[config.mk]
export PLATFORM = sky130hd
export DESIGN_NAME = if_stage
export DESIGN_NICKNAME = d
export VERILOG_FILES = /design/src/hdl/fetch_pkg.sv /design/src/hdl/fetch_addr_sel.sv /design/src/hdl/fetch_ctrl.sv /design/src/hdl/if_id_regs.sv /design/src/hdl/if_stage.sv /design/src/hdl/pc_incr_check.sv /design/src/hdl/prefetch_buffer.sv
export VERILOG_INCLUDE_DIRS = /design/src /design/src/hdl
export SDC_FILE = /design/constraint.sdc
export NUM_CORES = 1
export LEC_CHECK = 0
export BUFFER_PORTS_ARGS = -buffer_cell sky130_fd_sc_hd__buf_2
export CAP_MARGIN = 30
export CORE_MARGIN = 2
export CORE_UTILIZATION = 45
export DETAILED_ROUTE_END_ITERATION = 10
export GPL_TIMING_DRIVEN = 0
export PLACE_DENSITY = 0.7
export SETUP_SLACK_MARGIN = 0.2
export SLEW_MARGIN = 25
export SYNTH_ARGS = -nofsm -noshare
export SYNTH_HDL_FRONTEND = slang
export SYNTH_SLANG_ARGS = --single-unit
[constraint.sdc]
create_clock -name clk_i -period 15.9 [get_ports clk_i]
set_input_delay 0 -clock clk_i [delete_from_list [all_inputs] [get_ports clk_i]]
set_output_delay 0 -clock clk_i [all_outputs]
set_load 0.05 [all_outputs]
[src/hdl/fetch_config.svh]
/*
  Build-time constants of the fetch stage. The boot address and the trap base
  must have FETCH_VEC_ALIGN zero low bits. All instructions are 32 bits wide.
*/

`ifndef FETCH_CONFIG_SVH
`define FETCH_CONFIG_SVH

//////////////////////////////////////////////////
// widths
//////////////////////////////////////////////////

// address and instruction width
`define FETCH_AW 32

//////////////////////////////////////////////////
// fixed entry addresses
//////////////////////////////////////////////////

// debug module halt entry
`define FETCH_DM_HALT_ADDR 32'h1A11_0800
// debug module exception entry
`define FETCH_DM_EXC_ADDR 32'h1A11_0808

// low bits forced to zero in boot address and trap base
`define FETCH_VEC_ALIGN 8

// prefetch FIFO entries, also the outstanding request limit
`define FETCH_FIFO_DEPTH 2

`endif

[src/hdl/fetch_pkg.sv]
/*
  Types shared by the fetch stage modules.
  Encodings of the select enums are local to this stage.
*/

`default_nettype none

`include "fetch_config.svh"

package fetch_pkg;

  // one address word
  typedef logic [`FETCH_AW-1:0] fetch_addr_t;

  // one instruction word
  typedef logic [`FETCH_AW-1:0] fetch_instr_t;

  // source of the next fetch address on a pc set
  typedef enum logic [2:0] {
    PC_BOOT = 3'd0,
    PC_JUMP = 3'd1,
    PC_EXC  = 3'd2,
    PC_ERET = 3'd3,
    PC_DRET = 3'd4
  } pc_sel_e;

  // source of the handler address for PC_EXC
  typedef enum logic [1:0] {
    // synchronous exception, trap base
    EXC_PC_EXC     = 2'd0,
    // vectored interrupt, base plus 4 * id
    EXC_PC_IRQ     = 2'd1,
    // debug halt request
    EXC_PC_DBD     = 2'd2,
    // exception while in debug mode
    EXC_PC_DBG_EXC = 2'd3
  } exc_pc_sel_e;

endpackage

`default_nettype wire

[src/hdl/fetch_addr_sel.sv]
/*
  Next fetch address selection. Purely combinational.
  The interrupt offset must fit below FETCH_VEC_ALIGN, so ids above 31 are not supported.
*/

`default_nettype none
`timescale 1ns/10ps

`include "fetch_config.svh"

module fetch_addr_sel import fetch_pkg::*; (
  input  pc_sel_e     pc_mux_i,
  input  exc_pc_sel_e exc_pc_mux_i,
  input  logic [4:0]  irq_id_i,
  input  fetch_addr_t boot_addr_i,
  input  fetch_addr_t branch_target_i,
  input  fetch_addr_t csr_mepc_i,
  input  fetch_addr_t csr_depc_i,
  input  fetch_addr_t csr_mtvec_i,
  output fetch_addr_t fetch_addr_n_o
);

  localparam int unsigned AW = `FETCH_AW;
  localparam int unsigned VA = `FETCH_VEC_ALIGN;

  fetch_addr_t trap_base;
  fetch_addr_t irq_offset;
  fetch_addr_t exc_pc;
  fetch_addr_t addr_mux;

  // mtvec with the mode bits and low bits cleared
  assign trap_base  = {csr_mtvec_i[AW-1:VA], {VA{1'b0}}};
  // one word per interrupt id
  assign irq_offset = {{(AW-7){1'b0}}, irq_id_i, 2'b00};

  // handler address
  always_comb begin
    unique case (exc_pc_mux_i)
      EXC_PC_EXC:     exc_pc = trap_base;
      EXC_PC_IRQ:     exc_pc = trap_base + irq_offset;
      EXC_PC_DBD:     exc_pc = `FETCH_DM_HALT_ADDR;
      EXC_PC_DBG_EXC: exc_pc = `FETCH_DM_EXC_ADDR;
      default:        exc_pc = trap_base;
    endcase
  end

  // next pc source
  always_comb begin
    unique case (pc_mux_i)
      PC_BOOT: addr_mux = {boot_addr_i[AW-1:VA], {VA{1'b0}}};
      PC_JUMP: addr_mux = branch_target_i;
      PC_EXC:  addr_mux = exc_pc;
      PC_ERET: addr_mux = csr_mepc_i;
      PC_DRET: addr_mux = csr_depc_i;
      default: addr_mux = {boot_addr_i[AW-1:VA], {VA{1'b0}}};
    endcase
  end

  // halfword alignment at least, the buffer aligns to words
  assign fetch_addr_n_o = {addr_mux[AW-1:1], 1'b0};

endmodule

`default_nettype wire

[src/hdl/fetch_ctrl.sv]
/*
  IF-ID handshake control. A pc set in the accepting cycle squashes the word:
  the registers still load but valid and new stay low.
*/

`default_nettype none
`timescale 1ns/10ps

module fetch_ctrl import fetch_pkg::*; (
  input  logic    clk_i,
  input  logic    rst_ni,

  input  logic    pc_set_i,
  input  pc_sel_e pc_mux_i,
  input  logic    fetch_valid_i,
  input  logic    id_in_ready_i,
  input  logic    instr_valid_clear_i,

  output logic    branch_req_o,
  output logic    fetch_ready_o,
  output logic    if_id_we_o,
  output logic    instr_valid_id_o,
  output logic    instr_new_id_o,
  output logic    csr_mtvec_init_o
);

  logic accept;
  logic valid_d;
  logic valid_q;
  logic new_d;
  logic new_q;

  // every pc set redirects the buffer
  assign branch_req_o  = pc_set_i;
  assign fetch_ready_o = id_in_ready_i;

  // word offered and ID ready
  assign accept     = fetch_valid_i & id_in_ready_i;
  assign if_id_we_o = accept;

  // valid holds until cleared, a new word wins over the clear
  assign valid_d = (accept & ~pc_set_i) | (valid_q & ~instr_valid_clear_i);
  // one cycle pulse per word that really enters ID
  assign new_d   = accept & ~pc_set_i;

  always_ff @(posedge clk_i or negedge rst_ni) begin
    if (!rst_ni) begin
      valid_q <= 1'b0;
      new_q   <= 1'b0;
    end else begin
      valid_q <= valid_d;
      new_q   <= new_d;
    end
  end

  assign instr_valid_id_o = valid_q;
  assign instr_new_id_o   = new_q;

  // CSR file loads mtvec from the boot address
  assign csr_mtvec_init_o = pc_set_i & (pc_mux_i == PC_BOOT);

endmodule

`default_nettype wire

[src/hdl/if_id_regs.sv]
/*
  IF-ID pipeline registers, frozen unless written. Cleared to zero on reset.
*/

`default_nettype none
`timescale 1ns/10ps

module if_id_regs import fetch_pkg::*; (
  input  logic         clk_i,
  input  logic         rst_ni,

  input  logic         we_i,
  input  fetch_instr_t instr_i,
  input  fetch_addr_t  pc_i,
  input  logic         err_i,

  output fetch_instr_t instr_rdata_id_o,
  output fetch_addr_t  pc_id_o,
  output logic         instr_fetch_err_o
);

  fetch_instr_t instr_q;
  fetch_addr_t  pc_q;
  logic         err_q;

  // load on every accepted word, squashed ones included
  always_ff @(posedge clk_i or negedge rst_ni) begin
    if (!rst_ni) begin
      instr_q <= '0;
      pc_q    <= '0;
      err_q   <= 1'b0;
    end else if (we_i) begin
      instr_q <= instr_i;
      pc_q    <= pc_i;
      // bus error travels with its word
      err_q   <= err_i;
    end
  end

  assign instr_rdata_id_o  = instr_q;
  assign pc_id_o           = pc_q;
  assign instr_fetch_err_o = err_q;

endmodule

`default_nettype wire

[src/hdl/if_stage.sv]
/*
  Instruction fetch stage top. 32-bit word-aligned instructions only.
  Stale responses after a pc set are dropped inside the prefetch buffer.
*/

`default_nettype none
`timescale 1ns/10ps

module if_stage import fetch_pkg::*; (
  input  logic         clk_i,
  input  logic         rst_ni,

  input  logic         req_i,
  input  fetch_addr_t  boot_addr_i,

  // instruction bus
  output logic         instr_req_o,
  output fetch_addr_t  instr_addr_o,
  input  logic         instr_gnt_i,
  input  logic         instr_rvalid_i,
  input  fetch_instr_t instr_rdata_i,
  input  logic         instr_err_i,

  // pc set from the controller
  input  logic         pc_set_i,
  input  pc_sel_e      pc_mux_i,
  input  exc_pc_sel_e  exc_pc_mux_i,
  input  logic [4:0]   irq_id_i,
  input  fetch_addr_t  branch_target_i,
  input  fetch_addr_t  csr_mepc_i,
  input  fetch_addr_t  csr_depc_i,
  input  fetch_addr_t  csr_mtvec_i,
  output logic         csr_mtvec_init_o,

  // ID side
  input  logic         instr_valid_clear_i,
  input  logic         id_in_ready_i,
  output logic         instr_valid_id_o,
  output logic         instr_new_id_o,
  output fetch_instr_t instr_rdata_id_o,
  output logic         instr_fetch_err_o,
  output fetch_addr_t  pc_if_o,
  output fetch_addr_t  pc_id_o,

  output logic         pc_mismatch_alert_o,
  output logic         if_busy_o
);

  fetch_addr_t  fetch_addr_n;
  logic         branch_req;
  logic         fetch_ready;
  logic         fetch_valid;
  fetch_instr_t fetch_rdata;
  logic         fetch_err;
  logic         if_id_we;

  //////////////////////////////////////////////////
  // address selection and prefetch
  //////////////////////////////////////////////////

  fetch_addr_sel fetch_addr_sel_i (
    .pc_mux_i        (pc_mux_i),
    .exc_pc_mux_i    (exc_pc_mux_i),
    .irq_id_i        (irq_id_i),
    .boot_addr_i     (boot_addr_i),
    .branch_target_i (branch_target_i),
    .csr_mepc_i      (csr_mepc_i),
    .csr_depc_i      (csr_depc_i),
    .csr_mtvec_i     (csr_mtvec_i),
    .fetch_addr_n_o  (fetch_addr_n)
  );

  // head address doubles as the IF pc
  prefetch_buffer prefetch_buffer_i (
    .clk_i          (clk_i),
    .rst_ni         (rst_ni),
    .req_i          (req_i),
    .branch_i       (branch_req),
    .ready_i        (fetch_ready),
    .addr_i         (fetch_addr_n),
    .valid_o        (fetch_valid),
    .rdata_o        (fetch_rdata),
    .addr_o         (pc_if_o),
    .err_o          (fetch_err),
    .busy_o         (if_busy_o),
    .instr_req_o    (instr_req_o),
    .instr_addr_o   (instr_addr_o),
    .instr_gnt_i    (instr_gnt_i),
    .instr_rvalid_i (instr_rvalid_i),
    .instr_rdata_i  (instr_rdata_i),
    .instr_err_i    (instr_err_i)
  );

  //////////////////////////////////////////////////
  // IF-ID boundary
  //////////////////////////////////////////////////

  fetch_ctrl fetch_ctrl_i (
    .clk_i               (clk_i),
    .rst_ni              (rst_ni),
    .pc_set_i            (pc_set_i),
    .pc_mux_i            (pc_mux_i),
    .fetch_valid_i       (fetch_valid),
    .id_in_ready_i       (id_in_ready_i),
    .instr_valid_clear_i (instr_valid_clear_i),
    .branch_req_o        (branch_req),
    .fetch_ready_o       (fetch_ready),
    .if_id_we_o          (if_id_we),
    .instr_valid_id_o    (instr_valid_id_o),
    .instr_new_id_o      (instr_new_id_o),
    .csr_mtvec_init_o    (csr_mtvec_init_o)
  );

  if_id_regs if_id_regs_i (
    .clk_i             (clk_i),
    .rst_ni            (rst_ni),
    .we_i              (if_id_we),
    .instr_i           (fetch_rdata),
    .pc_i              (pc_if_o),
    .err_i             (fetch_err),
    .instr_rdata_id_o  (instr_rdata_id_o),
    .pc_id_o           (pc_id_o),
    .instr_fetch_err_o (instr_fetch_err_o)
  );

  pc_incr_check pc_incr_check_i (
    .clk_i        (clk_i),
    .rst_ni       (rst_ni),
    .new_instr_i  (if_id_we),
    .branch_req_i (branch_req),
    .pc_if_i      (pc_if_o),
    .pc_id_i      (pc_id_o),
    .alert_o      (pc_mismatch_alert_o)
  );

endmodule

`default_nettype wire

[src/hdl/pc_incr_check.sv]
/*
  Sequential PC check. Assumes fixed 4-byte instructions.
  The alert is combinational and only armed after a sequential step.
*/

`default_nettype none
`timescale 1ns/10ps

module pc_incr_check import fetch_pkg::*; (
  input  logic        clk_i,
  input  logic        rst_ni,

  input  logic        new_instr_i,
  input  logic        branch_req_i,
  input  fetch_addr_t pc_if_i,
  input  fetch_addr_t pc_id_i,

  output logic        alert_o
);

  logic seq_d;
  logic seq_q;

  // armed once a word enters ID, disarmed by any redirect
  assign seq_d = (seq_q | new_instr_i) & ~branch_req_i;

  always_ff @(posedge clk_i or negedge rst_ni) begin
    if (!rst_ni) begin
      seq_q <= 1'b0;
    end else begin
      seq_q <= seq_d;
    end
  end

  // offered pc must follow the one in ID
  assign alert_o = seq_q & (pc_if_i != (pc_id_i + fetch_addr_t'(4)));

endmodule

`default_nettype wire

[src/hdl/prefetch_buffer.sv]
/*
  Instruction bus master with a small word FIFO. Responses must come back in order.
  A request waiting for its grant keeps its address, even across a branch.
  Requests stop when outstanding plus stored words reach FETCH_FIFO_DEPTH.
*/

`default_nettype none
`timescale 1ns/10ps

`include "fetch_config.svh"

module prefetch_buffer import fetch_pkg::*; (
  input  logic         clk_i,
  input  logic         rst_ni,

  input  logic         req_i,
  input  logic         branch_i,
  input  logic         ready_i,
  input  fetch_addr_t  addr_i,

  output logic         valid_o,
  output fetch_instr_t rdata_o,
  output fetch_addr_t  addr_o,
  output logic         err_o,
  output logic         busy_o,

  output logic         instr_req_o,
  output fetch_addr_t  instr_addr_o,
  input  logic         instr_gnt_i,
  input  logic         instr_rvalid_i,
  input  fetch_instr_t instr_rdata_i,
  input  logic         instr_err_i
);

  localparam int unsigned AW    = `FETCH_AW;
  localparam int unsigned DEPTH = `FETCH_FIFO_DEPTH;
  localparam int unsigned PTR_W = (DEPTH > 1) ? $clog2(DEPTH) : 1;
  localparam int unsigned CNT_W = $clog2(DEPTH + 1);

  // request tracking
  logic             valid_new_req;
  logic             valid_req;
  logic             valid_req_q;
  logic             new_issue;
  logic             req_granted;
  logic             discard_req_d;
  logic             discard_req_q;
  fetch_addr_t      branch_addr;
  fetch_addr_t      fetch_addr_d;
  fetch_addr_t      fetch_addr_q;
  fetch_addr_t      stored_addr_q;
  logic [DEPTH-1:0] new_slot;
  logic [DEPTH-1:0] outstanding_n;
  logic [DEPTH-1:0] outstanding_s;
  logic [DEPTH-1:0] outstanding_q;
  logic [DEPTH-1:0] discard_n;
  logic [DEPTH-1:0] discard_s;
  logic [DEPTH-1:0] discard_q;
  logic [CNT_W-1:0] live_cnt;
  logic             fifo_ready;

  // word FIFO
  fetch_instr_t     mem_rdata_q [DEPTH];
  logic [DEPTH-1:0] mem_err_q;
  logic [PTR_W-1:0] wr_ptr_q;
  logic [PTR_W-1:0] rd_ptr_q;
  logic [CNT_W-1:0] cnt_q;
  logic             push;
  logic             pop;
  fetch_addr_t      out_addr_q;

  function automatic logic [PTR_W-1:0] ptr_inc(input logic [PTR_W-1:0] ptr);
    if (ptr == PTR_W'(DEPTH - 1)) begin
      return '0;
    end
    return ptr + 1'b1;
  endfunction

  //////////////////////////////////////////////////
  // request side
  //////////////////////////////////////////////////

  // branches restart on a word boundary
  assign branch_addr = {addr_i[AW-1:2], 2'b00};

  // outstanding responses that will land in the FIFO
  always_comb begin
    live_cnt = '0;
    for (int i = 0; i < DEPTH; i++) begin
      live_cnt = live_cnt + CNT_W'(outstanding_q[i] & ~discard_q[i]);
    end
  end

  // room left for one more word, pops in this cycle not counted
  assign fifo_ready = ({1'b0, cnt_q} + {1'b0, live_cnt}) < (CNT_W + 1)'(DEPTH);

  // a branch flushes the FIFO so only the slot limit applies
  assign valid_new_req = req_i & (fifo_ready | branch_i) & ~outstanding_q[DEPTH-1];
  assign valid_req     = valid_req_q | valid_new_req;
  assign req_granted   = valid_req & instr_gnt_i;
  // fresh request, not the replay of a stalled one
  assign new_issue     = valid_new_req & ~valid_req_q;

  // a stalled request becomes stale when a branch passes it
  assign discard_req_d = valid_req_q & (branch_i | discard_req_q);

  assign instr_req_o  = valid_req;
  assign instr_addr_o = valid_req_q ? stored_addr_q : (branch_i ? branch_addr : fetch_addr_q);

  // fetch pointer moves on issue, the stored copy covers the wait for grant
  always_comb begin
    fetch_addr_d = branch_i ? branch_addr : fetch_addr_q;
    if (new_issue) begin
      fetch_addr_d = fetch_addr_d + AW'(4);
    end
  end

  // thermometer of request slots, slot 0 is the oldest
  assign new_slot      = ((outstanding_q << 1) | DEPTH'(1)) & ~outstanding_q;
  assign outstanding_n = outstanding_q | ({DEPTH{req_granted}} & new_slot);
  assign discard_n     = discard_q
                       | ({DEPTH{branch_i}} & outstanding_q)
                       | ({DEPTH{req_granted & discard_req_d}} & new_slot);

  // each response retires the oldest slot
  assign outstanding_s = instr_rvalid_i ? (outstanding_n >> 1) : outstanding_n;
  assign discard_s     = instr_rvalid_i ? (discard_n >> 1) : discard_n;

  always_ff @(posedge clk_i or negedge rst_ni) begin
    if (!rst_ni) begin
      valid_req_q   <= 1'b0;
      discard_req_q <= 1'b0;
      outstanding_q <= '0;
      discard_q     <= '0;
      fetch_addr_q  <= '0;
    end else begin
      valid_req_q   <= valid_req & ~instr_gnt_i;
      discard_req_q <= discard_req_d;
      outstanding_q <= outstanding_s;
      discard_q     <= discard_s;
      fetch_addr_q  <= fetch_addr_d;
    end
  end

  // address held while the bus withholds the grant
  always_ff @(posedge clk_i) begin
    if (new_issue && !instr_gnt_i) begin
      stored_addr_q <= instr_addr_o;
    end
  end

  //////////////////////////////////////////////////
  // word FIFO
  //////////////////////////////////////////////////

  // stale responses and anything arriving with a branch are dropped
  assign push = instr_rvalid_i & ~discard_q[0] & ~branch_i;
  assign pop  = valid_o & ready_i;

  always_ff @(posedge clk_i or negedge rst_ni) begin
    if (!rst_ni) begin
      wr_ptr_q   <= '0;
      rd_ptr_q   <= '0;
      cnt_q      <= '0;
      out_addr_q <= '0;
    end else if (branch_i) begin
      wr_ptr_q   <= '0;
      rd_ptr_q   <= '0;
      cnt_q      <= '0;
      out_addr_q <= branch_addr;
    end else begin
      if (push) begin
        wr_ptr_q <= ptr_inc(wr_ptr_q);
      end
      if (pop) begin
        rd_ptr_q   <= ptr_inc(rd_ptr_q);
        // next word in the sequence
        out_addr_q <= out_addr_q + AW'(4);
      end
      cnt_q <= cnt_q + CNT_W'(push) - CNT_W'(pop);
    end
  end

  always_ff @(posedge clk_i) begin
    if (push) begin
      mem_rdata_q[wr_ptr_q] <= instr_rdata_i;
      mem_err_q[wr_ptr_q]   <= instr_err_i;
    end
  end

  assign valid_o = (cnt_q != '0);
  assign rdata_o = mem_rdata_q[rd_ptr_q];
  assign err_o   = mem_err_q[rd_ptr_q];
  assign addr_o  = out_addr_q;

  // busy while anything is on the bus
  assign busy_o = (|outstanding_q) | instr_req_o;

endmodule

`default_nettype wire

After elaboration in Yosys (flattened, before gate mapping)
Memories as Yosys holds them, arrays and structs flattened. A register that Yosys moved wholly into a read port is not among the register bits.
Index checks and enable logic that the tools add are counted.
{"block": "totals", "in_bits": 211, "memories": 1, "regBits": 144, "out_inout_bits": 135, "ram_bits": 64, "elab_cells": 119}
{"name": "prefetch_buffer_i.mem_rdata_q", "words": 2, "word_bits": 32, "rd": 1, "rd_clocked_by_memory_dff": 1, "write_ports": 1, "line": "prefetch_buffer.sv:63", "source": "fetch_instr_t mem_rdata_q [DEPTH];"}
{"block": "op_classes", "mux": 31, "n_reduce_logical": 10, "addsub": 10, "bitwise": 39, "order_cmp": 4, "eq_ne": 8}
{"operator": "one-hot mux 32 bit (4 select lines)", "n": 2}
{"operator": "2-to-1 mux 32 bit", "n": 5}
{"operator": "adder 32 x 3 -> 32 bit (second input constant)", "n": 3}
{"operator": "adder 32 x 7 -> 32 bit", "n": 1}
{"operator": "inequality test 32 bit", "n": 1}
{"operator": "2-to-1 mux 1 bit", "n": 19}
{"operator": "bitwise AND 1 bit", "n": 15}
{"operator": "bitwise AND 2 bit", "n": 4}
{"operator": "== test 3 x 2 -> 1 bit (second input constant)", "n": 2}
{"operator": "2-to-1 mux 2 bit", "n": 3}
{"operator": "NOT 1 bit", "n": 6}
{"operator": "bitwise OR 1 bit", "n": 6}
{"operator": "bitwise OR 2 bit", "n": 3}
{"operator": "nonzero test 2 bit", "n": 3}
{"operator": "bitwise AND 1 x 2 -> 2 bit", "n": 2}
{"operator": "== test 2 bit (second input constant)", "n": 2}
{"operator": "< comparator 1 x 2 -> 1 bit (second input constant)", "n": 2}
{"operator": "NOT 1 -> 2 bit", "n": 2}
{"operator": "adder 2 x 2 -> 3 bit", "n": 1}
{"operator": "== test 3 x 1 -> 1 bit (second input constant)", "n": 1}
{"operator": "== test 3 bit (second input constant)", "n": 1}
{"operator": "logical NOT 3 bit", "n": 1}
{"operator": "< comparator 3 x 2 -> 1 bit (second input constant)", "n": 1}
{"operator": "adder 1 bit (second input constant)", "n": 2}
{"operator": "12 further kinds", "n": 14}

Logic depth before layout (Yosys ltp)
Gate-level depths: netlist of the first run.
{"block": "depth", "depth_word": 14, "ltp_mapped": 14, "mapped_depth_nobuf": 12}

Cells and area by module
A second synthesis of the first run with hierarchy kept.
{"block": "unflattened", "cells_unflattened": 1182, "area_unflattened_um2": 13620.6}
{"mod": "prefetch_buffer", "area_each_um2": 8112.8, "cells_each": 649, "seq_area_each_um2": 4744.6, "n_inst": 1}
{"mod": "if_id_regs", "area_each_um2": 2618.8, "cells_each": 137, "seq_area_each_um2": 1626.6, "n_inst": 1}
{"mod": "fetch_addr_sel", "area_each_um2": 1522.7, "cells_each": 202, "seq_area_each_um2": 0.0, "n_inst": 1}
{"mod": "pc_incr_check", "area_each_um2": 1265.0, "cells_each": 184, "seq_area_each_um2": 25.0, "n_inst": 1}
{"mod": "fetch_ctrl", "area_each_um2": 101.3, "cells_each": 10, "seq_area_each_um2": 50.0, "n_inst": 1}

Worst setup path before layout of the first run
OpenSTA, ideal clock, no wires.
{"block": "synth_path", "kind": "register to register", "from": "register prefetch_buffer_i.outstanding_q[0]", "to": "register prefetch_buffer_i.stored_addr_q[0], enable pin", "period_less_slack_ns": 4.983, "arrival_ns": 4.478, "required_ns": 15.395, "setup_slack_ns": 10.917, "setup_ns": 0.505, "n_path_buf": 0, "path_stages_with_launch": 7, "cell_sequence": "dfrtp_1 -> nor2b_1 -> ha_1 -> nand2_1 -> fa_1 -> a21oi_1 -> nor4_1"}
{"block": "synth_via", "elab_chain_len": 9}
{"element": "start: declaration", "line": "prefetch_buffer.sv:55", "source": "logic [DEPTH-1:0] outstanding_q;"}
{"element": "start signal: assignment", "line": "prefetch_buffer.sv:139", "source": "outstanding_q <= outstanding_s;"}
{"element": "bitwise AND 1 x 2 -> 2 bit", "line": "prefetch_buffer.sv:90", "source": "live_cnt = live_cnt + CNT_W'(outstanding_q[i] & ~discard_q[i]);"}
{"element": "adder 2 bit", "line": "prefetch_buffer.sv:90"}
{"element": "adder 2 x 2 -> 3 bit", "line": "prefetch_buffer.sv:95", "source": "assign fifo_ready = ({1'b0, cnt_q} + {1'b0, live_cnt}) < (CNT_W + 1)'(DEPTH);"}
{"element": "< comparator 3 x 2 -> 1 bit", "line": "prefetch_buffer.sv:95"}
{"element": "bitwise OR 1 bit", "line": "prefetch_buffer.sv:98", "source": "assign valid_new_req = req_i & (fifo_ready | branch_i) & ~outstanding_q[DEPTH-1];"}
{"element": "bitwise AND 1 bit (2 in a row)", "line": "prefetch_buffer.sv:98"}
{"element": "bitwise AND 1 bit", "line": "prefetch_buffer.sv:102", "source": "assign new_issue = valid_new_req & ~valid_req_q;"}
{"element": "logical AND 1 bit", "line": "prefetch_buffer.sv:147", "source": "if (new_issue && !instr_gnt_i) begin"}
{"element": "end signal: assignment", "line": "prefetch_buffer.sv:148", "source": "stored_addr_q <= instr_addr_o;"}
{"element": "end: declaration", "line": "prefetch_buffer.sv:51", "source": "fetch_addr_t stored_addr_q;"}
Every way passes these cells.
A chain may end at the register's enable or synchronous reset.

Worst setup path in the final report of the first run
{"block": "layout_path", "from": "input pc_set_i", "to": "register prefetch_buffer_i.out_addr_q[2], in the netlist prefetch_buffer_i.addr_o[2]"}
{"block": "layout_via", "elab_chain_len": 1, "elab_cells_between_ends": 2, "classes_between": "mux: 1; reduce/logical: 1"}
{"element": "start: declaration", "line": "if_stage.sv:25", "source": "input logic pc_set_i,"}
{"element": "2-to-1 mux 32 bit / nonzero test 2 bit (equally long branches)"}
{"element": "end signal: assignment", "line": "prefetch_buffer.sv:170", "source": "out_addr_q <= branch_addr;"}
{"element": "end signal: assignment", "line": "prefetch_buffer.sv:178", "source": "out_addr_q <= out_addr_q + AW'(4);"}
{"element": "end: declaration", "line": "prefetch_buffer.sv:70", "source": "fetch_addr_t out_addr_q;"}
Parallel ways exist; a longest one is shown, timed or not.

==> key figures, run 1 <==
Outcome
  – Outcome: finished, final reports clean

Cells and area
  – Top library cells by usage in the layout, fill and taps aside: sky130_fd_sc_hd__buf_2 (330), sky130_fd_sc_hd__nand2_1 (180), sky130_fd_sc_hd__dfrtp_1 (138), sky130_fd_sc_hd__edfxtp_1 (98), sky130_fd_sc_hd__o21ai_0 (76)
  – Cell area after layout: 16,560 um2
  – Post-layout nets: 1,857
  – Share of the core filled with cells: 0.5929
  – Most common cell after layout, fill and taps aside: sky130_fd_sc_hd__buf_2
  – Fraction of layout instances using a drive strength above 1: 0.3002
  – Fill cells: 2,465
  – Synth-to-Final Area Change: 28.79%
  – Non-Filler Instances: 2,042

Logic synthesis
  – Synth top area cells: sky130_fd_sc_hd__dfrtp_1 (27%), sky130_fd_sc_hd__edfxtp_1 (23%), sky130_fd_sc_hd__nand2_1 (5.3%)
  – Flip-flop and latch count after synthesis: 236
  – Synth Warn #: 0
  – Synth top area share: 0.2685
  – Fraction of the yosys area taken by sequential cells: 0.4973
  – Top cell type by total area after synthesis: sky130_fd_sc_hd__dfrtp_1
  – Avg Synthesized Cell Area: 10.48 um2
  – Netlist area before placement: 12,860 um2
  – Number of unique standard cell types used by synthesis: 108
  – Post-synthesis cell count: 1,227
  – Share of flip-flops with an asynchronous set or reset: 0.5847
  – Number of synthesized flops with an enable pin: 98
  – Most used flip-flop cell after synthesis: sky130_fd_sc_hd__dfrtp_1

Route
  – Vias after detailed routing: 11,490
  – Detail Route Antenna Nets: 0
  – Number of optimization iterations in the first detailed-route pass: 7
  – Routed wirelength normalized by instance count: 21.27 um
  – DRC violation total after the first TritonRoute iteration: 960
  – Residual DRC count: 0
  – Vias/cell: 5.625
  – Wirelength, routed: 43,440 um

GRT
  – Pin count of the biggest net entering global routing: 87
  – Global Route met2 Usage: 0.4637
  – Global routing usage on met1: 0.3842
  – Number of antenna violations at the first check in global routing: 4
  – Busiest layer in global routing: met2
  – Global routing met3 resource utilization: 0.04749
  – Overall Global Routing Usage: 0.2827
  – Grt ovf: 0
  – Vias in the first global route: 11,420
  – Wire length of the first global-routing pass: 66,180 um

CTS
  – CTS Buf Count: 26
  – CTS H-tree lvls: 1
  – Clock sink count: 236
  – Post-CTS Setup Inserts: 0
  – Clk Latency, worst-skew pair: 0.54 ns
  – TritonCTS clock tree: yes
  – Buffer type at the clock tree root: sky130_fd_sc_hd__clkbuf_16
  – Clock Pin Slew Worst Setup and Hold Paths: 0.06 ns
  – Largest buffer count on any clock path: 3

Critical path
  – Critical path startpoint: pc_set_i
  – Cell repeated most along the worst path: sky130_fd_sc_hd__buf_2
  – Critical path data required time: 16.32 ns
  – Worst path max stage delay: 0.61 ns
  – Critical path endpoint: prefetch_buffer_i.addr_o[2]
  – Class of the most critical setup path: input port to flip-flop
  – Startpoint class of the critical path: input port
  – Highest net fanout along the worst path: 10
  – Worst reg2reg setup slack: 12.40 ns
  – Reg-to-reg critical path endpoint: prefetch_buffer_i.fetch_addr_q[30]
  – Slowest cell on crit path: sky130_fd_sc_hd__dlygate4sd3_1
  – Arrival time at the worst endpoint: 4.10 ns
  – Length in cells of the worst reg-to-reg path: 13
  – Critical path cell sequence: dlygate4sd3_1, buf_2, buf_2, buf_2, buf_2, clkbuf_1, clkbuf_1, buf_1, a41oi_1, dlygate4sd3_1
  – Critical path endpoint category: flip-flop
  – Worst r2r src: prefetch_buffer_i.outstanding_q[0]

Timing
  – Setup TNS: 0 ns
  – Minimum period implied by the final worst setup slack: 3.683 ns
  – Max-slew violations: 0
  – Share of the clock period used by the worst path after layout: 0.2316
  – Hold violation total from the final report: 0
  – Worst hold slack across all endpoints: 0.01715 ns
  – Worst Tran Pin Value: 0.8514 ns
  – Worst setup margin: 12.22 ns
  – Final setup violation count: 0
  – F_max: 271.5 MHz
  – Max Clock Skew: 0.01403 ns
  – RSZ-0062 raised after global routing: no
  – Rel. slew slack: 0.4264

Floorplan
  – Die area: 29,950 um2
  – Top Ports: 346
  – Core area: 27,930 um2
  – Die outline height: 173.1 um
  – Initial core utilization: 0.4604
  – Horizontal die dimension: 173.1 um
  – Number of placement rows: 61

Place
  – Post-placement worst setup slack: 12.46 ns
  – Post-place instance area: 15,070 um2
  – Final RePlAce weighted congestion: 0.9374
  – # port buffers: 318
  – HPWL after DPL: 32,340 um
  – Placed cell count: 1,934

Power and ir drop
  – Power per cell area: 151.4 nW/um2
  – Sequential share of power: 0.343
  – Total power of the final layout: 2.507 mW
  – Leak: 7.207 nW
  – Switching fraction of total power: 0.4280
  – Proportion of power drawn by combinational gates: 0.398
  – Clock power share: 0.259
  – Pint: 1.434 mW
  – Net switching component of the power: 1.073 mW
  – Largest voltage drop on the vdd net: 0.00009207 V

Worst hold path
  – Hold crit path type: input port to flip-flop

Run
  – Count of max-cap constraint violations: 0
[power by group through the flow]
stage               clock, mW  sequential (mW)  combinational, mW
floorplan                   0             1.13              0.425
global placement            0            0.866              0.959
detailed placement          0            0.869              0.979
CTS                     0.654            0.858              0.994
global route            0.683            0.876               1.06
finish                  0.649            0.860              0.998
[routing by layer]
metal / share of wire / vias up
met3: 0.078 / 89
met4: 0.026 / 0
met2: 0.47 / 541
li1: - / 5292
met5: 0 / -
met1: 0.42 / 5565
[final cells by class]
type | instances | area, um2 | area share
clock inverter | 16 | 225.2 | 0.01360
tap | 378 | 473.0 | 0.02855
timing repair buffer | 381 | 2262 | 0.1366
buffer | 82 | 491.7 | 0.02969
multi-input combinational | 877 | 5868 | 0.3543
inverter | 35 | 131.4 | 0.007932
sequential | 236 | 6396 | 0.3862
antenna | 5 | 12.51 | 0.0007554
clock buffer | 32 | 703.2 | 0.04245
[synth_stat cells (all sizes together) (21+ instances only)]
| cell type | number |
|---|---|
| xnor2 | 42 |
| buf | 44 |
| inv | 34 |
| nand2 | 180 |
| a21oi | 51 |
| o21ai | 80 |
| dfrtp | 138 |
| clkbuf | 38 |
| nor2 | 77 |
| nand3 | 37 |
| nor3 | 21 |
| mux2i | 41 |
| mux2 | 34 |
| edfxtp | 98 |
| xor2 | 34 |
[state kept, by name, indices dropped and copies added, names as in the netlist, 30 cells and up]
name                             count
prefetch_buffer_i.addr_o            30
if_id_regs_i.pc_id_o                30
prefetch_buffer_i.mem_rdata_q       64
prefetch_buffer_i.fetch_addr_q      32
if_id_regs_i.instr_rdata_id_o       32
prefetch_buffer_i.stored_addr_q     32
[critical path, delay by kind of cell]
kind            cells  cell delay [ns]
compound gates      1             0.20
buf+inv             9             3.88
[timing repair]
action / 4_1_cts / 5_1_grt
hold endpoints to repair: 195 / 0
resized for setup: 0 / 0
hold buffers: 55 / 0
[cells by family (layout without fill, tap and decap cells)]
kind of cell	Yosys count	count (layout)	share of synthesized area
fa+ha+maj	7	7	0.007394
other cells	1	9	0.0002916
flops	236	236	0.4973
xor+xnor	76	76	0.05176
buf+inv	117	546	0.04845
mux	76	76	0.06343
compound gates	267	267	0.1473
simple gates	447	447	0.1841
[how the worst min path moves through the flow]
stage | startpoint | end | cells after the start
2_1_floorplan | rst_ni | fetch_ctrl_i.instr_new_id_o | 0
3_3_place_gp | instr_rdata_i[29] | prefetch_buffer_i.mem_rdata_q[1][29] | 1
5_1_grt | exc_pc_mux_i[0] | prefetch_buffer_i.addr_o[3] | 4
3_5_place_dp | rst_ni | if_id_regs_i.instr_rdata_id_o[6] | 1
6_report | csr_mtvec_i[16] | prefetch_buffer_i.addr_o[16] | 6
4_1_cts | csr_mtvec_i[19] | prefetch_buffer_i.addr_o[19] | 4
Power figures use the tool's default switching activity.
==> run 2, diff against run 1 <==
- ABC_AREA: unset -> 1
- clock period: 15.9 -> 3.69 ns (I/O delays scaled with it)
==> run 2 against run 1 <==
  * The flow now finishes with violations (negative hold slack)
  * Worst setup slack worse by 12 ns
  * Combinational power grew to 5.4 times the previous value
  * Synthesized area is 3.8% higher
  * Power grew to 4.8 times the previous value
  * Flip-flop and latch count stayed put
  * Count of clock-buffer cells in the layout is 2 lower
  * Cell area is 2.0% higher
  * Non-clock buffer count is 25 lower
  * Largest cell class unchanged
  * Largest power group unchanged
==> key figures, run 2 <==
Logic synthesis
  – Netlist area before placement: 13,350 um2 (+3.8%)
  – Compound-Gate Fraction of Synth Area: 0.08772 (-0.05957)
  – Combinational family with the most area after synthesis: simple AND/OR/NAND/NOR gates
  – Simple-gate share of the synthesized area: 0.2890 (+0.1050)
  – Most frequent cells after synthesis: sky130_fd_sc_hd__nand2_1 (472), sky130_fd_sc_hd__inv_1 (209), sky130_fd_sc_hd__nor2_1 (197), sky130_fd_sc_hd__o21ai_0 (140), sky130_fd_sc_hd__dfrtp_1 (138)
  – Fraction of the yosys area taken by sequential cells: 0.4791 (-0.01822)
  – Synth top area cells: sky130_fd_sc_hd__dfrtp_1 (26%), sky130_fd_sc_hd__edfxtp_1 (22%), sky130_fd_sc_hd__nand2_1 (13%)
  – Post-synthesis cell count: 1,722 (+40%)
  – Synth Area in Adders: 0.007123 (-0.0002709)
  – Share of flip-flops with an asynchronous set or reset: 0.5847 (unchanged)
  – Number of synthesized flops with an enable pin: 98 (unchanged)
  – Avg Synthesized Cell Area: 7.753 um2 (-26%)
  – Xor/xnor cell area share of the yosys netlist: 0.04789 (-0.003865)
  – Multiplexer share of the synthesized area: 0 (-0.06343)
  – Synth top area share: 0.2587 (-0.009839)
  – Flip-flop and latch count after synthesis: 236 (unchanged)
  – Top cell type by total area after synthesis: sky130_fd_sc_hd__dfrtp_1
  – Number of unique standard cell types used by synthesis: 47 (-56%)
  – Synth Warn #: 0 (unchanged)
  – Most frequent cell after synthesis: sky130_fd_sc_hd__nand2_1
  – Most used flip-flop cell after synthesis: sky130_fd_sc_hd__dfrtp_1

Route
  – Detail Route Antenna Nets: 0 (unchanged)
  – Vias after detailed routing: 13,260 (+15%)
  – Residual DRC count: 0 (unchanged)
  – Wirelength, routed: 43,770 um (+0.77%)
  – DRC violation total after the first TritonRoute iteration: 1,042 (+8.5%)
  – Vias/cell: 5.246 (-6.7%)
  – Routed wirelength normalized by instance count: 17.31 um (-19%)
  – Number of optimization iterations in the first detailed-route pass: 8 (+1)

Floorplan
  – Top Ports: 346 (unchanged)
  – Die outline height: 176.2 um (+1.8%)
  – Horizontal die dimension: 176.2 um (+1.8%)
  – Die area: 31,060 um2 (+3.7%)
  – Core area: 29,400 um2 (+5.3%)
  – Number of placement rows: 63 (+3.3%)
  – Initial core utilization: 0.4541 (-0.006343)

Cells and area
  – Share of the core filled with cells: 0.5745 (-0.01845)
  – Post-layout nets: 2,336 (+26%)
  – Fraction of layout instances using a drive strength above 1: 0.2082 (-0.09194)
  – Top library cells by usage in the layout, fill and taps aside: sky130_fd_sc_hd__nand2_1 (472), sky130_fd_sc_hd__buf_2 (327), sky130_fd_sc_hd__inv_1 (209), sky130_fd_sc_hd__nor2_1 (194), sky130_fd_sc_hd__o21ai_0 (140)
  – Register ranked first by flip-flop count: prefetch_buffer_i.mem_rdata_q
  – Cell area after layout: 16,890 um2 (+2.0%)
  – Most common cell after layout, fill and taps aside: sky130_fd_sc_hd__nand2_1
  – Synth-to-Final Area Change: 26.52%
  – Fill cells: 2,708 (+9.9%)
  – Number of flip-flops under the largest register name: 64 (unchanged)

Run
  – Count of max-cap constraint violations: 0 (unchanged)

Worst hold path
  – Hold crit path type: input port to asynchronous set/reset pin

Critical path
  – Critical path cell sequence: inv_1, nor2_1, nand2_1, nor3_1, nand2_1, nor3_1, xor2_1, nand2_1, nor2_1, nand3_1, nand2_1, inv_1, buf_2
  – Slowest cell on crit path: sky130_fd_sc_hd__nor3_1
  – Length in cells of the worst reg-to-reg path: 15 (+2)
  – Worst path max stage delay: 0.55 ns (-0.06 ns)
  – Highest net fanout along the worst path: 4 (-6)
  – Critical path data required time: 3.69 ns (-12.63 ns)
  – Critical path endpoint category: primary output
  – Arrival time at the worst endpoint: 3.14 ns (-0.96 ns)
  – Worst reg2reg setup slack: 0.64 ns (-11.76 ns)
  – Startpoint class of the critical path: flip-flop
  – Cell family with most CP delay: simple AND/OR/NAND/NOR gates
  – Class of the most critical setup path: flip-flop to primary output
  – Cell repeated most along the worst path: sky130_fd_sc_hd__nand2_1
  – Worst path bufs/invs: 3 (-6)
  – Critical path depth in cells: 13 (+3)

Timing
  – Worst Tran Pin Value: 0.8738 ns (+0.02239 ns)
  – F_max: 318.0 MHz
  – Share of the clock period used by the worst path after layout: 0.8521
  – RSZ-0062 raised after global routing: no
  – Worst hold slack across all endpoints: -0.004220 ns (-0.02137 ns)
  – Max Clock Skew: 0.01273 ns (-0.001306 ns)
  – Rel. slew slack: 0.4136 (-0.01284)
  – Final setup violation count: 0 (unchanged)
  – Minimum period implied by the final worst setup slack: 3.144 ns
  – Hold violation total from the final report: 3 (+3)
  – Max-slew violations: 0 (unchanged)

Outcome
  – Outcome: finished with violations
  – Violations in the final reports: negative hold slack

CTS
  – Post-CTS Setup Inserts: 0 (unchanged)
  – Largest buffer count on any clock path: 3 (unchanged)
  – Clock sink count: 236 (unchanged)
  – CTS Buf Count: 25 (-3.8%)
  – Count of hold buffers inserted by post-cts repair: 46 (-16%)
  – Buffer type at the clock tree root: sky130_fd_sc_hd__clkbuf_16
  – Clock Pin Slew Worst Setup and Hold Paths: 0.06 ns (about the same)
  – TritonCTS clock tree: yes
  – Number of instances resized during post-cts repair: 0 (unchanged)
  – CTS H-tree lvls: 1 (unchanged)
  – Clk Latency, worst-skew pair: 0.53 ns (about the same)

Power and ir drop
  – Net switching component of the power: 5.646 mW (+430%)
  – Proportion of power drawn by combinational gates: 0.447 (+0.049)
  – Pint: 6.311 mW (+340%)
  – Leak: 8.151 nW (+13%)
  – Switching fraction of total power: 0.4722 (+0.04419)
  – Largest voltage drop on the vdd net: 0.0006540 V (+610%)
  – Clock power share: 0.217 (-0.042)
  – Sequential share of power: 0.336 (-0.007)
  – Power per cell area: 707.9 nW/um2 (+370%)

Place
  – HPWL after DPL: 34,050 um (+5.3%)
  – Final RePlAce weighted congestion: 0.9754 (+4.1%)
  – Post-place instance area: 15,570 um2 (+3.3%)
  – # port buffers: 316 (-0.63%)

GRT
  – Pin count of the biggest net entering global routing: 77 (-11%)
  – Wire length of the first global-routing pass: 66,950 um (+1.2%)
  – Overall Global Routing Usage: 0.2753 (-0.007447)
  – Number of antenna violations at the first check in global routing: 1 (-3)
  – Grt ovf: 0 (unchanged)
  – Vias in the first global route: 12,400 (+8.6%)
-- run 2: routing by layer --
metal | vias up | routed length [um] | GRT usage
met4 | 0 | 1517 | 0.08712
met1 | 6287 | 19460 | 0.3939
met3 | 88 | 2787 | 0.03230
met2 | 523 | 20000 | 0.4387
li1 | 6364 | - | -
met5 | - | 0 | 0
-- run 2: kinds of logic after synthesis --
kind of cell	count (synthesis)
compound gates	213
xor+xnor	73
fa+ha+maj	7
buf+inv	296
flops	236
other cells	1
simple gates	896
-- run 2: path summary, 6_finish.rpt --
kind,from,to
worst max-delay path,if_id_regs_i.pc_id_o[2],pc_mismatch_alert_o
worst min-delay path,rst_ni,if_id_regs_i.instr_rdata_id_o[2]
worst max register to register,prefetch_buffer_i.outstanding_q[0],prefetch_buffer_i.fetch_addr_q[19]
worst min register to register,if_id_regs_i.instr_rdata_id_o[18],if_id_regs_i.instr_rdata_id_o[18]
max in group asynchronous,rst_ni,prefetch_buffer_i.fetch_addr_q[18]
min in group clk_i,csr_depc_i[3],prefetch_buffer_i.addr_o[3]
-- run 2: worst register-to-register path: stages, from the launching register on --
cell and delay (ns):
sky130_fd_sc_hd__dfrtp_1 0.37, sky130_fd_sc_hd__inv_1 0.12, sky130_fd_sc_hd__nor2_1 0.08, sky130_fd_sc_hd__ha_1 0.27, sky130_fd_sc_hd__nand2_1 0.06, sky130_fd_sc_hd__fa_1 0.48
sky130_fd_sc_hd__nand2_1 0.05, sky130_fd_sc_hd__nand2_1 0.05, sky130_fd_sc_hd__nand3_1 0.09, sky130_fd_sc_hd__nor2_1 0.24, sky130_fd_sc_hd__inv_1 0.30, sky130_fd_sc_hd__nor2_4 0.22
sky130_fd_sc_hd__nand3_2 0.14, sky130_fd_sc_hd__nor2_4 0.22, sky130_fd_sc_hd__nand2_1 0.10, sky130_fd_sc_hd__xnor2_1 0.14
-- run 2: metrics by stage --
stage	instances	hold WS [ns]	setup slack (ns)	setup TNS (ns)	total power, mW
final	2528	-0.004220	0.5457	0	11.96
after global routing	2528	0.03633	0.2619	0	12.59
after CTS	2527	0.02204	0.5612	0	11.96
after detailed placement	2435	-0.03033	0.6971	0	9.316
after global placement	2431	0.1811	-0.7933	-38.87	9.206
after floorplan	1725	-0.2956	0.6099	0	7.743
-- run 2: power groups by stage --
stage | Sequential (mW) | Combinational (mW) | Clock, mW
after floorplan | 5.42 | 2.32 | 0
after CTS | 3.99 | 5.34 | 2.63
after detailed placement | 4.04 | 5.28 | 0
after global placement | 4.02 | 5.18 | 0
after global routing | 4.09 | 5.78 | 2.72
final | 4.02 | 5.34 | 2.60
-- run 2: cell type report --
| type | instances | area, um2 | share of cell area |
|---|---|---|---|
| plain buffers | 72 | 341.6 | 0.02022 |
| clock inverters | 16 | 190.2 | 0.01126 |
| diodes | 1 | 2.502 | 0.0001481 |
| clock buffers | 30 | 664.4 | 0.03933 |
| multi-input cells | 1193 | 5802 | 0.3435 |
| well taps | 390 | 488.0 | 0.02889 |
| inverters | 224 | 844.6 | 0.05000 |
| flip-flops and latches | 236 | 6396 | 0.3787 |
| repair buffers | 366 | 2162 | 0.1280 |
==> run 3, diff against run 2 <==
- HOLD_SLACK_MARGIN: unset -> 0.12
- clock period: 3.69 -> 3.8 ns (I/O delays scaled with it)
==> run 3 against run 2 <==
  * The run now ends clean
  * Register-to-register slack gained 0.11 ns
  * Sequential share of layout area shrank 0.87 points
  * Via count grew 1.0%
  * Critical path depth is the same
  * Cell area grew 2.4%
  * Utilization grew 1.4 points
  * Count of clock-buffer cells in the layout is the same
  * Sequential power shrank 3%
  * Non-clock buffer count grew 38
  * Power shrank 2.5%
  * Worst setup slack gained 0.10 ns
  * Flip-flop and latch count is the same
  * Critical path type unchanged
  * Largest cell class unchanged
  * Highest routed layer unchanged
==> key figures, run 3 (same netlist as run 2, synthesis figures left out) <==
Route
  – Wirelength, routed: 44,070 um (+0.68%)
  – Top routing layer in use: met4
  – Length of routed met3 wiring: 2890 um (+3.7%)
  – Vias after detailed routing: 13,400 (+1.0%)
  – Detail Route Antenna Nets: 0 (unchanged)
  – WL met1: 19,380 um (-0.43%)
  – Routed wl met2: 20,310 um (+1.5%)
  – Routed wirelength normalized by instance count: 17.17 um (-0.81%)
  – DRC violation total after the first TritonRoute iteration: 1,085 (+4.1%)
  – Vias/cell: 5.222 (-0.46%)
  – Number of optimization iterations in the first detailed-route pass: 8 (unchanged)
  – Residual DRC count: 0 (unchanged)

Cells and area
  – Register ranked first by flip-flop count: prefetch_buffer_i.mem_rdata_q
  – Non-Filler Instances: 2,566 (+1.5%)
  – Area occupied by registers: 6396 um2 (unchanged)
  – Number of flip-flops under the largest register name: 64 (unchanged)
  – Multi-input gate area: 5802 um2 (unchanged)
  – Synth-to-Final Area Change: 29.50%
  – Fraction of layout instances using a drive strength above 1: 0.2051 (-0.003178)
  – Top library cells by usage in the layout, fill and taps aside: sky130_fd_sc_hd__nand2_1 (472), sky130_fd_sc_hd__buf_2 (327), sky130_fd_sc_hd__inv_1 (209), sky130_fd_sc_hd__nor2_1 (194), sky130_fd_sc_hd__o21ai_0 (140)
  – Cell area after layout: 17,290 um2 (+2.4%)
  – Post-layout nets: 2,374 (+1.6%)
  – Share of the core filled with cells: 0.5880 (+0.01353)
  – Fill cells: 2,679 (-1.1%)
  – Most common cell after layout, fill and taps aside: sky130_fd_sc_hd__nand2_1

Power and ir drop
  – Largest voltage drop on the vdd net: 0.0006436 V (-1.6%)
  – Sequential share of power: 0.335 (about the same)
  – Leak: 8.324 nW (+2.1%)
  – Proportion of power drawn by combinational gates: 0.449 (+0.002)
  – Net switching component of the power: 5.485 mW (-2.8%)
  – Clock power share: 0.216 (about the same)
  – Power per cell area: 674.1 nW/um2 (-4.8%)
  – Switching fraction of total power: 0.4707 (-0.001518)
  – Pint: 6.169 mW (-2.2%)

Timing
  – Worst setup margin: 0.6496 ns (+0.1039 ns)
  – Rel. slew slack: 0.3953 (-0.01832)
  – Hold violation total from the final report: 0 (-3)
  – F_max: 317.4 MHz
  – RSZ-0062 raised after global routing: no
  – Final setup violation count: 0 (unchanged)
  – Max Clock Skew: 0.01514 ns (+0.002412 ns)
  – Share of the clock period used by the worst path after layout: 0.8290
  – Minimum period implied by the final worst setup slack: 3.150 ns
  – Worst Tran Pin Value: 0.9011 ns (+0.02730 ns)
  – Max-slew violations: 0 (unchanged)

GRT
  – Wire length of the first global-routing pass: 67,740 um (+1.2%)
  – Overall Global Routing Usage: 0.2778 (+0.002520)
  – Pin count of the biggest net entering global routing: 77 (unchanged)
  – Vias in the first global route: 12,670 (+2.1%)
  – Number of antenna violations at the first check in global routing: 1 (unchanged)
  – Grt ovf: 0 (unchanged)

Worst hold path
  – Hold crit path type: input port to flip-flop

CTS
  – Number of instances resized during post-cts repair: 0 (unchanged)
  – CTS H-tree lvls: 1 (unchanged)
  – Count of hold buffers inserted by post-cts repair: 84 (+83%)
  – Buffer type at the clock tree root: sky130_fd_sc_hd__clkbuf_16
  – Largest buffer count on any clock path: 3 (unchanged)
  – TritonCTS clock tree: yes
  – CTS Buf Count: 25 (unchanged)
  – Post-CTS Setup Inserts: 0 (unchanged)
  – Clock Pin Slew Worst Setup and Hold Paths: 0.06 ns (about the same)
  – Clock sink count: 236 (unchanged)
  – Clk Latency, worst-skew pair: 0.53 ns (about the same)

Place
  – # port buffers: 316 (unchanged)
  – Post-placement worst setup slack: 0.8071 ns (+0.1100 ns)
  – Final RePlAce weighted congestion: 0.9754 (unchanged)
  – Post-place instance area: 15,570 um2 (unchanged)
  – Placed cell count: 2,435 (unchanged)
  – HPWL after DPL: 34,050 um (unchanged)

Critical path
  – Worst r2r src: prefetch_buffer_i.outstanding_q[0]
  – Arrival time at the worst endpoint: 3.15 ns (about the same)
  – Critical path endpoint category: primary output
  – Worst reg2reg setup slack: 0.75 ns (+0.11 ns)
  – Critical path startpoint: if_id_regs_i.pc_id_o[2]
  – Class of the most critical setup path: flip-flop to primary output
  – Critical path data required time: 3.80 ns (+0.11 ns)
  – Highest net fanout along the worst path: 4 (unchanged)
  – Reg-to-reg critical path endpoint: prefetch_buffer_i.fetch_addr_q[30]
  – Length in cells of the worst reg-to-reg path: 17 (+2)
  – Critical path endpoint: pc_mismatch_alert_o
  – Startpoint class of the critical path: flip-flop

Outcome
  – Outcome: finished, final reports clean

Run
  – Count of max-cap constraint violations: 0 (unchanged)

Floorplan
  – Die outline height: 176.2 um (unchanged)
  – Core area: 29,400 um2 (unchanged)
  – Initial core utilization: 0.4541 (unchanged)
  – Number of placement rows: 63 (unchanged)
  – Top Ports: 346 (unchanged)
  – Horizontal die dimension: 176.2 um (unchanged)
  – Die area: 31,060 um2 (unchanged)
[run 3: final cells by class]
class	count	share of cell area
Sequential cell	236	0.3700
Clock inverter	16	0.01100
Antenna cell	1	0.0001447
Inverter	224	0.04885
Tap cell	390	0.02822
Buffer	72	0.01976
Multi-Input combinational cell	1193	0.3356
Timing Repair Buffer	404	0.1481
Clock buffer	30	0.03843
[run 3: worst min-delay path by stage]
stage	startpoint	end	slack, ns	depth (start not counted)
floorplan	rst_ni	fetch_ctrl_i.instr_new_id_o	-0.30	0
detailed placement	rst_ni	if_id_regs_i.instr_rdata_id_o[2]	-0.03	1
global route	boot_addr_i[8]	prefetch_buffer_i.addr_o[8]	0.17	5
CTS	branch_target_i[26]	prefetch_buffer_i.addr_o[26]	0.12	7
finish	csr_mepc_i[26]	prefetch_buffer_i.addr_o[26]	0.14	7
global placement	instr_rvalid_i	prefetch_buffer_i.outstanding_q[1]	0.18	2
[run 3: critical path, cell delays in order, from the launching register on]
cell and delay, ns:
sky130_fd_sc_hd__dfrtp_1 0.39, sky130_fd_sc_hd__inv_1 0.09, sky130_fd_sc_hd__nor2_1 0.35, sky130_fd_sc_hd__nand2_1 0.15
sky130_fd_sc_hd__nor3_1 0.55, sky130_fd_sc_hd__nand2_1 0.18, sky130_fd_sc_hd__nor3_1 0.22, sky130_fd_sc_hd__xor2_1 0.16
sky130_fd_sc_hd__nand2_1 0.06, sky130_fd_sc_hd__nor2_1 0.10, sky130_fd_sc_hd__nand3_1 0.07, sky130_fd_sc_hd__nand2_1 0.06
sky130_fd_sc_hd__inv_1 0.04, sky130_fd_sc_hd__buf_2 0.20
[run 3: routing by layer]
| metal | vias up | global-route usage |
|---|---|---|
| li1 | 6447 | - |
| met1 | 6331 | 0.3934 |
| met2 | 531 | 0.4467 |
| met3 | 90 | 0.03467 |
| met4 | 0 | 0.08643 |
| met5 | - | 0 |
[run 3: through the flow]
stage               hold WS, ns  power (mW)  TNS [ns]
detailed placement     -0.03033       9.046         0
CTS                      0.1205       11.66         0
global route             0.1724       12.28         0
floorplan               -0.2956       7.519         0
finish                   0.1395       11.65         0
global placement         0.1811       8.940    -31.61
[run 3: power by group through the flow]
stage                     Clock, mW  Sequential [mW]  Combinational [mW]
final                          2.52             3.90                5.23
after global placement            0             3.91                5.03
after CTS                      2.55             3.88                5.23
after floorplan                   0             5.26                2.25
after global routing           2.64             3.98                5.66
after detailed placement          0             3.92                5.13
